--- src/hdl/rdma_pkg.sv ---
/* RDMA receive metadata
   shared definitions */

package rdma_pkg;

  // Region layout.
  localparam int N_REGIONS      = 3;  // User regions served behind the arbiter.
  localparam int N_REGIONS_BITS = 2;  // Width of a region index.
  localparam int PID_BITS       = 6;  // Process-ID bits at the bottom of the QPN.

  // Descriptor field widths.
  localparam int QPN_BITS    = 24;  // Queue-pair number.
  localparam int OPCODE_BITS = 5;   // RDMA opcode.
  localparam int VADDR_BITS  = 48;  // Virtual address.
  localparam int LEN_BITS    = 32;  // Transfer length in bytes.

  // One packed descriptor as it is stored in a region queue.
  localparam int REQ_BITS = OPCODE_BITS + QPN_BITS + VADDR_BITS + LEN_BITS;

  // Per-region queue sizing.
  localparam int QUEUE_DEPTH    = 4;                      // Entries in each queue.
  localparam int QUEUE_PTR_BITS = $clog2(QUEUE_DEPTH);    // Read and write pointer width.
  localparam int QUEUE_CNT_BITS = $clog2(QUEUE_DEPTH + 1);  // Occupancy, 0 up to full.

  localparam int DROP_CNT_BITS = 16;  // Saturating counter of rejected descriptors.

  // Field types.
  typedef logic [OPCODE_BITS-1:0]    opcode_t;    // RDMA opcode.
  typedef logic [QPN_BITS-1:0]       qpn_t;       // Queue-pair number.
  typedef logic [VADDR_BITS-1:0]     vaddr_t;     // Virtual address.
  typedef logic [LEN_BITS-1:0]       len_t;       // Length in bytes.
  typedef logic [N_REGIONS_BITS-1:0] region_t;    // Region index taken from the QPN.

  // Packed order is opcode, qpn, vaddr, len from the top bit down.
  typedef logic [REQ_BITS-1:0] req_word_t;

  typedef logic [DROP_CNT_BITS-1:0] drop_cnt_t;  // Drop counter value.

endpackage

--- src/hdl/rdma_meta_rx_slicer.sv ---
/* RDMA RX metadata input slice */

`timescale 1ns/1ps

module rdma_meta_rx_slicer (
  input  logic                aclk,
  input  logic                arst_n,

  // Descriptors from the network stack.
  input  logic                s_valid,
  output logic                s_ready,
  input  rdma_pkg::opcode_t   s_opcode,
  input  rdma_pkg::qpn_t      s_qpn,
  input  rdma_pkg::vaddr_t    s_vaddr,
  input  rdma_pkg::len_t      s_len,

  // Registered descriptors towards the arbiter.
  output logic                m_valid,
  input  logic                m_ready,
  output rdma_pkg::opcode_t   m_opcode,
  output rdma_pkg::qpn_t      m_qpn,
  output rdma_pkg::vaddr_t    m_vaddr,
  output rdma_pkg::len_t      m_len,

  output rdma_pkg::drop_cnt_t drop_cnt  // Descriptors rejected by the region check.
);

  import rdma_pkg::*;

  region_t s_region;  // Region index of the arriving descriptor.
  logic    s_keep;    // High when that region exists.
  logic    s_fire;    // Input transfer this cycle.

  // Free when empty, or when the held entry leaves in this same cycle.
  assign s_ready = !m_valid || m_ready;
  assign s_fire  = s_valid && s_ready;

  // Region bits sit right above the process ID.
  assign s_region = s_qpn[PID_BITS +: N_REGIONS_BITS];
  assign s_keep   = 32'(s_region) < N_REGIONS;

  // Valid flag of the one-entry register.
  always_ff @(posedge aclk or negedge arst_n) begin
    if (!arst_n) begin
      m_valid <= 1'b0;
    end else if (s_fire) begin
      m_valid <= s_keep;  // A dropped descriptor leaves the slot empty.
    end else if (m_ready) begin
      m_valid <= 1'b0;  // Held entry was taken and nothing replaced it.
    end
  end

  // Payload is only loaded for descriptors that go on.
  always_ff @(posedge aclk) begin
    if (s_fire && s_keep) begin
      m_opcode <= s_opcode;
      m_qpn    <= s_qpn;
      m_vaddr  <= s_vaddr;
      m_len    <= s_len;
    end
  end

  // Saturating drop counter.
  always_ff @(posedge aclk or negedge arst_n) begin
    if (!arst_n) begin
      drop_cnt <= '0;
    end else if (s_fire && !s_keep && (drop_cnt != '1)) begin
      drop_cnt <= drop_cnt + drop_cnt_t'(1);  // Stays at all ones once reached.
    end
  end

endmodule

--- src/hdl/rdma_meta_queue.sv ---
/* Per-region descriptor FIFO */

`timescale 1ns/1ps

module rdma_meta_queue (
  input  logic                aclk,
  input  logic                arst_n,

  // Write side, fed by the arbiter demux.
  input  logic                wr_valid,
  output logic                wr_ready,
  input  rdma_pkg::req_word_t wr_data,

  // Read side, towards the user region.
  output logic                rd_valid,
  input  logic                rd_ready,
  output rdma_pkg::req_word_t rd_data
);

  import rdma_pkg::*;

  req_word_t                 mem [QUEUE_DEPTH];  // Descriptor storage.
  logic [QUEUE_PTR_BITS-1:0] wr_ptr;             // Next slot to write.
  logic [QUEUE_PTR_BITS-1:0] rd_ptr;             // Oldest stored entry.
  logic [QUEUE_CNT_BITS-1:0] count;              // Entries currently held.
  logic                      wr_fire;
  logic                      rd_fire;

  // Ready drops only when every slot is taken.
  assign wr_ready = count != QUEUE_CNT_BITS'(QUEUE_DEPTH);
  assign rd_valid = count != '0;  // Registered, so a write shows up one edge later.
  assign rd_data  = mem[rd_ptr];

  assign wr_fire = wr_valid && wr_ready;
  assign rd_fire = rd_valid && rd_ready;

  // Storage write.
  always_ff @(posedge aclk) begin
    if (wr_fire) begin
      mem[wr_ptr] <= wr_data;
    end
  end

  // Pointers and occupancy.
  always_ff @(posedge aclk or negedge arst_n) begin
    if (!arst_n) begin
      wr_ptr <= '0;
      rd_ptr <= '0;
      count  <= '0;
    end else begin
      if (wr_fire) begin
        // Wrap explicitly so any depth works.
        wr_ptr <= (wr_ptr == QUEUE_PTR_BITS'(QUEUE_DEPTH - 1)) ? '0 : wr_ptr + QUEUE_PTR_BITS'(1);
      end
      if (rd_fire) begin
        rd_ptr <= (rd_ptr == QUEUE_PTR_BITS'(QUEUE_DEPTH - 1)) ? '0 : rd_ptr + QUEUE_PTR_BITS'(1);
      end
      case ({wr_fire, rd_fire})
        2'b10:   count <= count + QUEUE_CNT_BITS'(1);  // Write only.
        2'b01:   count <= count - QUEUE_CNT_BITS'(1);  // Read only.
        default: count <= count;         // Both or neither leaves occupancy as is.
      endcase
    end
  end

endmodule

--- src/hdl/rdma_meta_rx_arbiter.sv ---
/* RDMA RX metadata region arbiter */

`timescale 1ns/1ps

module rdma_meta_rx_arbiter (
  input  logic                          aclk,
  input  logic                          arst_n,

  // Shared descriptor input from the slicer.
  input  logic                          s_valid,
  output logic                          s_ready,
  input  rdma_pkg::opcode_t             s_opcode,
  input  rdma_pkg::qpn_t                s_qpn,
  input  rdma_pkg::vaddr_t              s_vaddr,
  input  rdma_pkg::len_t                s_len,

  // One descriptor stream per user region.
  output logic [rdma_pkg::N_REGIONS-1:0] m_valid,
  input  logic [rdma_pkg::N_REGIONS-1:0] m_ready,
  output rdma_pkg::opcode_t             m_opcode [rdma_pkg::N_REGIONS],
  output rdma_pkg::qpn_t                m_qpn    [rdma_pkg::N_REGIONS],
  output rdma_pkg::vaddr_t              m_vaddr  [rdma_pkg::N_REGIONS],
  output rdma_pkg::len_t                m_len    [rdma_pkg::N_REGIONS],

  output rdma_pkg::region_t             vfid  // Region addressed by the current input.
);

  import rdma_pkg::*;

  req_word_t              s_word;             // Packed input descriptor.
  logic [N_REGIONS-1:0]   q_wr_valid;         // Demuxed valid, one hot at most.
  logic [N_REGIONS-1:0]   q_wr_ready;         // Free space flags of the queues.
  req_word_t              q_rd_word [N_REGIONS];  // Queue outputs, still packed.

  // Region index comes straight from the current QPN.
  assign vfid   = s_qpn[PID_BITS +: N_REGIONS_BITS];
  assign s_word = {s_opcode, s_qpn, s_vaddr, s_len};

  // Demux valid and return the addressed queue's ready.
  always_comb begin
    s_ready = 1'b0;  // Nonexistent region never accepts.
    for (int i = 0; i < N_REGIONS; i++) begin
      q_wr_valid[i] = s_valid && (vfid == region_t'(i));
      if (vfid == region_t'(i)) begin
        s_ready = q_wr_ready[i];
      end
    end
  end

  for (genvar i = 0; i < N_REGIONS; i++) begin : g_region
    rdma_meta_queue u_queue (
      .aclk     (aclk),
      .arst_n   (arst_n),
      .wr_valid (q_wr_valid[i]),
      .wr_ready (q_wr_ready[i]),
      .wr_data  (s_word),          // Every queue sees the word, only one sees valid.
      .rd_valid (m_valid[i]),
      .rd_ready (m_ready[i]),
      .rd_data  (q_rd_word[i])
    );

    // Split the stored word back into fields.
    assign {m_opcode[i], m_qpn[i], m_vaddr[i], m_len[i]} = q_rd_word[i];
  end

endmodule

--- src/hdl/rdma_meta_rx_top.sv ---
/* RDMA RX metadata path top level */

`timescale 1ns/1ps

module rdma_meta_rx_top (
  input  logic                          aclk,
  input  logic                          arst_n,

  // Request descriptors from the network stack.
  input  logic                          s_valid,
  output logic                          s_ready,
  input  rdma_pkg::opcode_t             s_opcode,
  input  rdma_pkg::qpn_t                s_qpn,
  input  rdma_pkg::vaddr_t              s_vaddr,
  input  rdma_pkg::len_t                s_len,

  // Per-region descriptor outputs to the user regions.
  output logic [rdma_pkg::N_REGIONS-1:0] m_valid,
  input  logic [rdma_pkg::N_REGIONS-1:0] m_ready,
  output rdma_pkg::opcode_t             m_opcode [rdma_pkg::N_REGIONS],
  output rdma_pkg::qpn_t                m_qpn    [rdma_pkg::N_REGIONS],
  output rdma_pkg::vaddr_t              m_vaddr  [rdma_pkg::N_REGIONS],
  output rdma_pkg::len_t                m_len    [rdma_pkg::N_REGIONS],

  // Status.
  output rdma_pkg::region_t             vfid,      // Region of the descriptor at the arbiter.
  output rdma_pkg::drop_cnt_t           drop_cnt   // Descriptors for missing regions.
);

  import rdma_pkg::*;

  // Slicer to arbiter link.
  logic    slc_valid;
  logic    slc_ready;
  opcode_t slc_opcode;
  qpn_t    slc_qpn;
  vaddr_t  slc_vaddr;
  len_t    slc_len;

  // Registers the input and filters out bad regions.
  rdma_meta_rx_slicer u_slicer (
    .aclk     (aclk),
    .arst_n   (arst_n),
    .s_valid  (s_valid),
    .s_ready  (s_ready),
    .s_opcode (s_opcode),
    .s_qpn    (s_qpn),
    .s_vaddr  (s_vaddr),
    .s_len    (s_len),
    .m_valid  (slc_valid),
    .m_ready  (slc_ready),
    .m_opcode (slc_opcode),
    .m_qpn    (slc_qpn),
    .m_vaddr  (slc_vaddr),
    .m_len    (slc_len),
    .drop_cnt (drop_cnt)
  );

  // Steers each descriptor into its region queue.
  rdma_meta_rx_arbiter u_arbiter (
    .aclk     (aclk),
    .arst_n   (arst_n),
    .s_valid  (slc_valid),
    .s_ready  (slc_ready),  // Low while the addressed queue is full.
    .s_opcode (slc_opcode),
    .s_qpn    (slc_qpn),
    .s_vaddr  (slc_vaddr),
    .s_len    (slc_len),
    .m_valid  (m_valid),
    .m_ready  (m_ready),
    .m_opcode (m_opcode),
    .m_qpn    (m_qpn),
    .m_vaddr  (m_vaddr),
    .m_len    (m_len),
    .vfid     (vfid)
  );

endmodule

--- config.mk ---
export PLATFORM = sky130hd
export DESIGN_NAME = rdma_meta_rx_top
export DESIGN_NICKNAME = d
export VERILOG_FILES = /design/src/hdl/rdma_pkg.sv /design/src/hdl/rdma_meta_rx_slicer.sv /design/src/hdl/rdma_meta_queue.sv /design/src/hdl/rdma_meta_rx_arbiter.sv /design/src/hdl/rdma_meta_rx_top.sv
export SDC_FILE = /design/constraint.sdc
export NUM_CORES = 1
export LEC_CHECK = 0
export ABC_AREA = 1
export ABC_CLOCK_PERIOD_IN_PS = 10300
export BUFFER_PORTS_ARGS = -buffer_cell sky130_fd_sc_hd__buf_2
export CAP_MARGIN = 40
export CORE_UTILIZATION = 45
export DETAILED_ROUTE_END_ITERATION = 8
export GPL_TIMING_DRIVEN = 0
export HOLD_SLACK_MARGIN = 0.1
export PLACE_DENSITY_LB_ADDON = 0.3
export SYNTH_ARGS = -nofsm -noshare
export SYNTH_HDL_FRONTEND = slang
export SYNTH_SLANG_ARGS = --single-unit
--- constraint.sdc ---
create_clock -name aclk -period 10.3 [get_ports aclk]
set_clock_uncertainty 0.1 [all_clocks]
set_input_delay 2.06 -clock aclk [delete_from_list [all_inputs] [get_ports aclk]]
set_output_delay 2.06 -clock aclk [all_outputs]
set_load 0.02 [all_outputs]
==> impl_metrics.env <==
export IMPL_slew_headroom_pct=37.2
export IMPL_finalSetupTns_ns=0
export IMPL_grt_max_degree=27
export IMPL_die_width_um=348
export IMPL_yosys_warnings=0
export IMPL_cts_tree="yes"
export IMPL_die_area_um2=121000
export IMPL_synth_xor_area_share_pct=0.212
export IMPL_ios=464
export IMPL_slowest_delay_ns=0.74
export IMPL_cp_cell_sequence="buf_2 -> buf_2 -> clkbuf_1 -> nor2_1 -> o22ai_1 -> buf_2"
export IMPL_detail_route_antenna_nets=0
export IMPL_synth_area_mux_share_pct=0
export IMPL_fillers=9571
export IMPL_rsz0062_at_grt="no"
export IMPL_finalHoldViolations=0
export IMPL_path_class="register to output port"
export IMPL_detail_route_vias_per_cell=5.60
export IMPL_grt_pass1_vias=31757
export IMPL_ff2ff_setup_slack_ns=7.00
export IMPL_p_clk_share_pct=27.0
export IMPL_dr_pass1_iters=5
export IMPL_cp_slowest_cell="o22ai_1"
export IMPL_maxCapViolCount=0
export IMPL_hold_path_cell_count=1
export IMPL_ys_ff_latch=1455
export IMPL_synth_top_family_by_area="compound AO/OA/AOI/OAI gates"
export IMPL_powerDensity_nw_per_um2=299
export IMPL_design_core_area_um2=118000
export IMPL_reg2regPathDepth=9
export IMPL_syn_area_um2=53800
export IMPL_cts_setup_buffers=0
export IMPL_clk_latency_ns=0.75
export IMPL_vias=33231
export IMPL_ir_worst_vdd_mv=0.178
export IMPL_p_seq_share_pct=38.1
export IMPL_critPathCaptureType="output port"
export IMPL_worst_pin_slew_ns=0.942
export IMPL_clkSlewWorstSetupHoldPaths_ns=0.06
export IMPL_cts_sinks=1455
export IMPL_antenna_found_initial=13
export IMPL_ys_types=28
export IMPL_synthCells=3595
export IMPL_start_util_pct=45.5
export IMPL_cp_required_ns=8.14
export IMPL_nNetsFinal=4418
export IMPL_power_switching_mw=7.49
export IMPL_hpwlAfterDp_um=101000
export IMPL_die_h_um=348
export IMPL_path_common_cell="buf_2"
export IMPL_wl_per_cell_um=25.5
export IMPL_synth_fp_nets=3732
export IMPL_drtIter0Drc=3797
export IMPL_cts_buffers_inserted=152
export IMPL_crit_path_start_kind="register"
export IMPL_synth_compound_area_share_pct=10.1
export IMPL_wirelength_um=151000
export IMPL_synth_area_per_cell_um2=15.0
export IMPL_area_growth_pct=19.5
export IMPL_period_needed_ns=6.50
export IMPL_cts_htree_levels=4
export IMPL_arrival_ns=4.34
export IMPL_finalMaxSlewViolations=0
export IMPL_synth_simple_gate_area_share_pct=5.98
export IMPL_overflow=0
export IMPL_finalCritPeriodShare_pct=63.2
export IMPL_drc=0
export IMPL_run_status="finished clean"
export IMPL_synth_fa_ha_area_share_pct=0.554
export IMPL_rows=126
export IMPL_ys_seq_area_share_pct=80.9
export IMPL_cts_buffer_depth=3
export IMPL_path_depth=6
export IMPL_cp_max_fo=10
export IMPL_max_freq_mhz=154
export IMPL_combPwrFrac_pct=34.9
export IMPL_power_mw=19.2
export IMPL_clockRootBuffer="clkbuf_16"
export IMPL_netSwitchingFraction_pct=38.9
export IMPL_hp_class="register to register"
export IMPL_setup_violations=0
export IMPL_grt_pass1_wl_um=215000
export IMPL_cp_top_family="buffers and inverters"
export IMPL_drive_gt1_share_pct=19.2
export IMPL_cts_resized=0
export IMPL_crit_buf_inv=4
export IMPL_grt_usage_pct=24.7
export IMPL_p_int_mw=11.8
export IMPL_leakage_nw=21.8
export IMPL_gp_congestion=0.824
export IMPL_portBuffers=463
export IMPL_cts_hold_buffers=0
[worst reg2reg max path: cells and delay by family, from the launching register on]
kind,cells,cell delay (ns)
flops,1,0.77
buf+inv,5,1.03
simple gates,4,1.09
[cells in the final DEF, fill, tap and decap left out, drive strengths merged, types with 8 or more instances in the layout]
cell	n
buf	621
clkbuf	328
clkinv	60
dfrtp	38
edfxtp	1417
ha	19
inv	63
nand2	82
nand3	17
nand4	22
nor2	692
o21ai	674
o22ai	327
xor2	8
[cell usage after synthesis]
| library cell | instances | area share (%) |
|---|---|---|
| a21boi_0 | 1 | 0.014 |
| a21oi_1 | 3 | 0.028 |
| and2_0 | 2 | 0.023 |
| buf_2 | 83 | 0.77 |
| buf_4 | 5 | 0.070 |
| buf_6 | 1 | 0.021 |
| clkbuf_1 | 136 | 0.95 |
| clkinv_1 | 1 | 0.0070 |
| dfrtp_1 | 38 | 1.8 |
| edfxtp_1 | 1417 | 79 |
| fa_1 | 3 | 0.11 |
| ha_1 | 19 | 0.44 |
| inv_1 | 55 | 0.38 |
| inv_2 | 1 | 0.0070 |
| nand2_1 | 82 | 0.57 |
| nand3_1 | 16 | 0.15 |
| nand3_4 | 1 | 0.033 |
| nand4_1 | 21 | 0.24 |
| nand4_4 | 1 | 0.040 |
| nor2_1 | 687 | 4.8 |
| nor2_2 | 2 | 0.023 |
| nor2_4 | 3 | 0.063 |
| nor3_1 | 2 | 0.019 |
| nor3_2 | 1 | 0.019 |
| o21ai_0 | 674 | 6.3 |
| o22ai_1 | 327 | 3.8 |
| xnor2_1 | 5 | 0.081 |
| xor2_1 | 8 | 0.13 |
[registers in the layout, summed over array words and instances (netlist names), 5 cells and up]
| signal | flops |
|---|---|
| u_slicer.m_len | 32 |
| u_slicer.m_opcode | 5 |
| u_arbiter.g_region.u_queue.rd_ptr | 6 |
| u_slicer.drop_cnt | 16 |
| u_arbiter.g_region.u_queue.mem | 1308 |
| u_arbiter.g_region.u_queue.count | 9 |
| u_slicer.m_vaddr | 48 |
| u_slicer.m_qpn | 24 |
| u_arbiter.g_region.u_queue.wr_ptr | 6 |
[through the flow]
stage	hold WS (ns)	worst slack, ns	instances	util (%)	instance area [um2]
2_1_floorplan	0.346	2.85	3595	-	53800
3_3_place_gp	0.365	-2.11	5594	49.1	58000
3_5_place_dp	0.365	4.52	5663	50.4	59500
4_1_cts	0.395	3.67	5933	54.4	64300
5_1_grt	0.412	3.65	5934	54.4	64300
6_report	0.391	3.80	5935	54.4	64300
[metal layers]
metal  wire [um]  global-route usage [%]
met3       13900                    5.54
met5          42                       0
met2       71800                    39.2
met1       61400                    33.9
met4        4150                    7.93
[power groups by stage]
stage,logic (mW),registers (mW),clock network [mW]
after floorplan,3.69,7.40,0
after CTS,6.78,7.32,5.28
after global placement,6.55,7.57,0
final,6.72,7.32,5.20
after detailed placement,6.76,7.44,0
after global routing,7.17,7.36,5.51
[final timing paths]
path                                                                      from                                                   to
setup / recovery           u_arbiter.g_region[0].u_queue.rd_ptr[0]$_DFFE_PN0P_                                          m_vaddr[98]
hold / removal              u_arbiter.g_region[1].u_queue.count[0]$_DFFE_PN0P_   u_arbiter.g_region[1].u_queue.count[0]$_DFFE_PN0P_
setup reg to reg                                   u_slicer.m_qpn[7]$_DFFE_PP_   u_arbiter.g_region[2].u_queue.mem[0][21]$_DFFE_PP_
hold reg to reg             u_arbiter.g_region[1].u_queue.count[0]$_DFFE_PN0P_   u_arbiter.g_region[1].u_queue.count[0]$_DFFE_PN0P_
max in group asynchronous                                               arst_n  u_arbiter.g_region[1].u_queue.rd_ptr[1]$_DFFE_PN0P_
min in group asynchronous                                               arst_n                         u_slicer.m_valid$_DFFE_PN0P_
[area by class of cell]
class / count / area, um2 / share of cell area [%]
Timing Repair Buffer: 532 / 3750 / 5.84
Multi-Input combinational cell: 1858 / 9170 / 14.3
Inverter: 57 / 214 / 0.333
Tap cell: 1536 / 1920 / 2.99
Clock inverter: 78 / 688 / 1.07
Antenna cell: 2 / 5.00 / 0.00779
Sequential cell: 1455 / 43500 / 67.7
Clock buffer: 192 / 4040 / 6.28
Buffer: 225 / 975 / 1.52
[logic make-up after synthesis]
logic type | count (synthesis)
simple gates | 818
flops | 1455
fa+ha+maj | 22
compound gates | 1005
xor+xnor | 13
buf+inv | 282
Note: power is estimated with default switching activity, not from simulation.
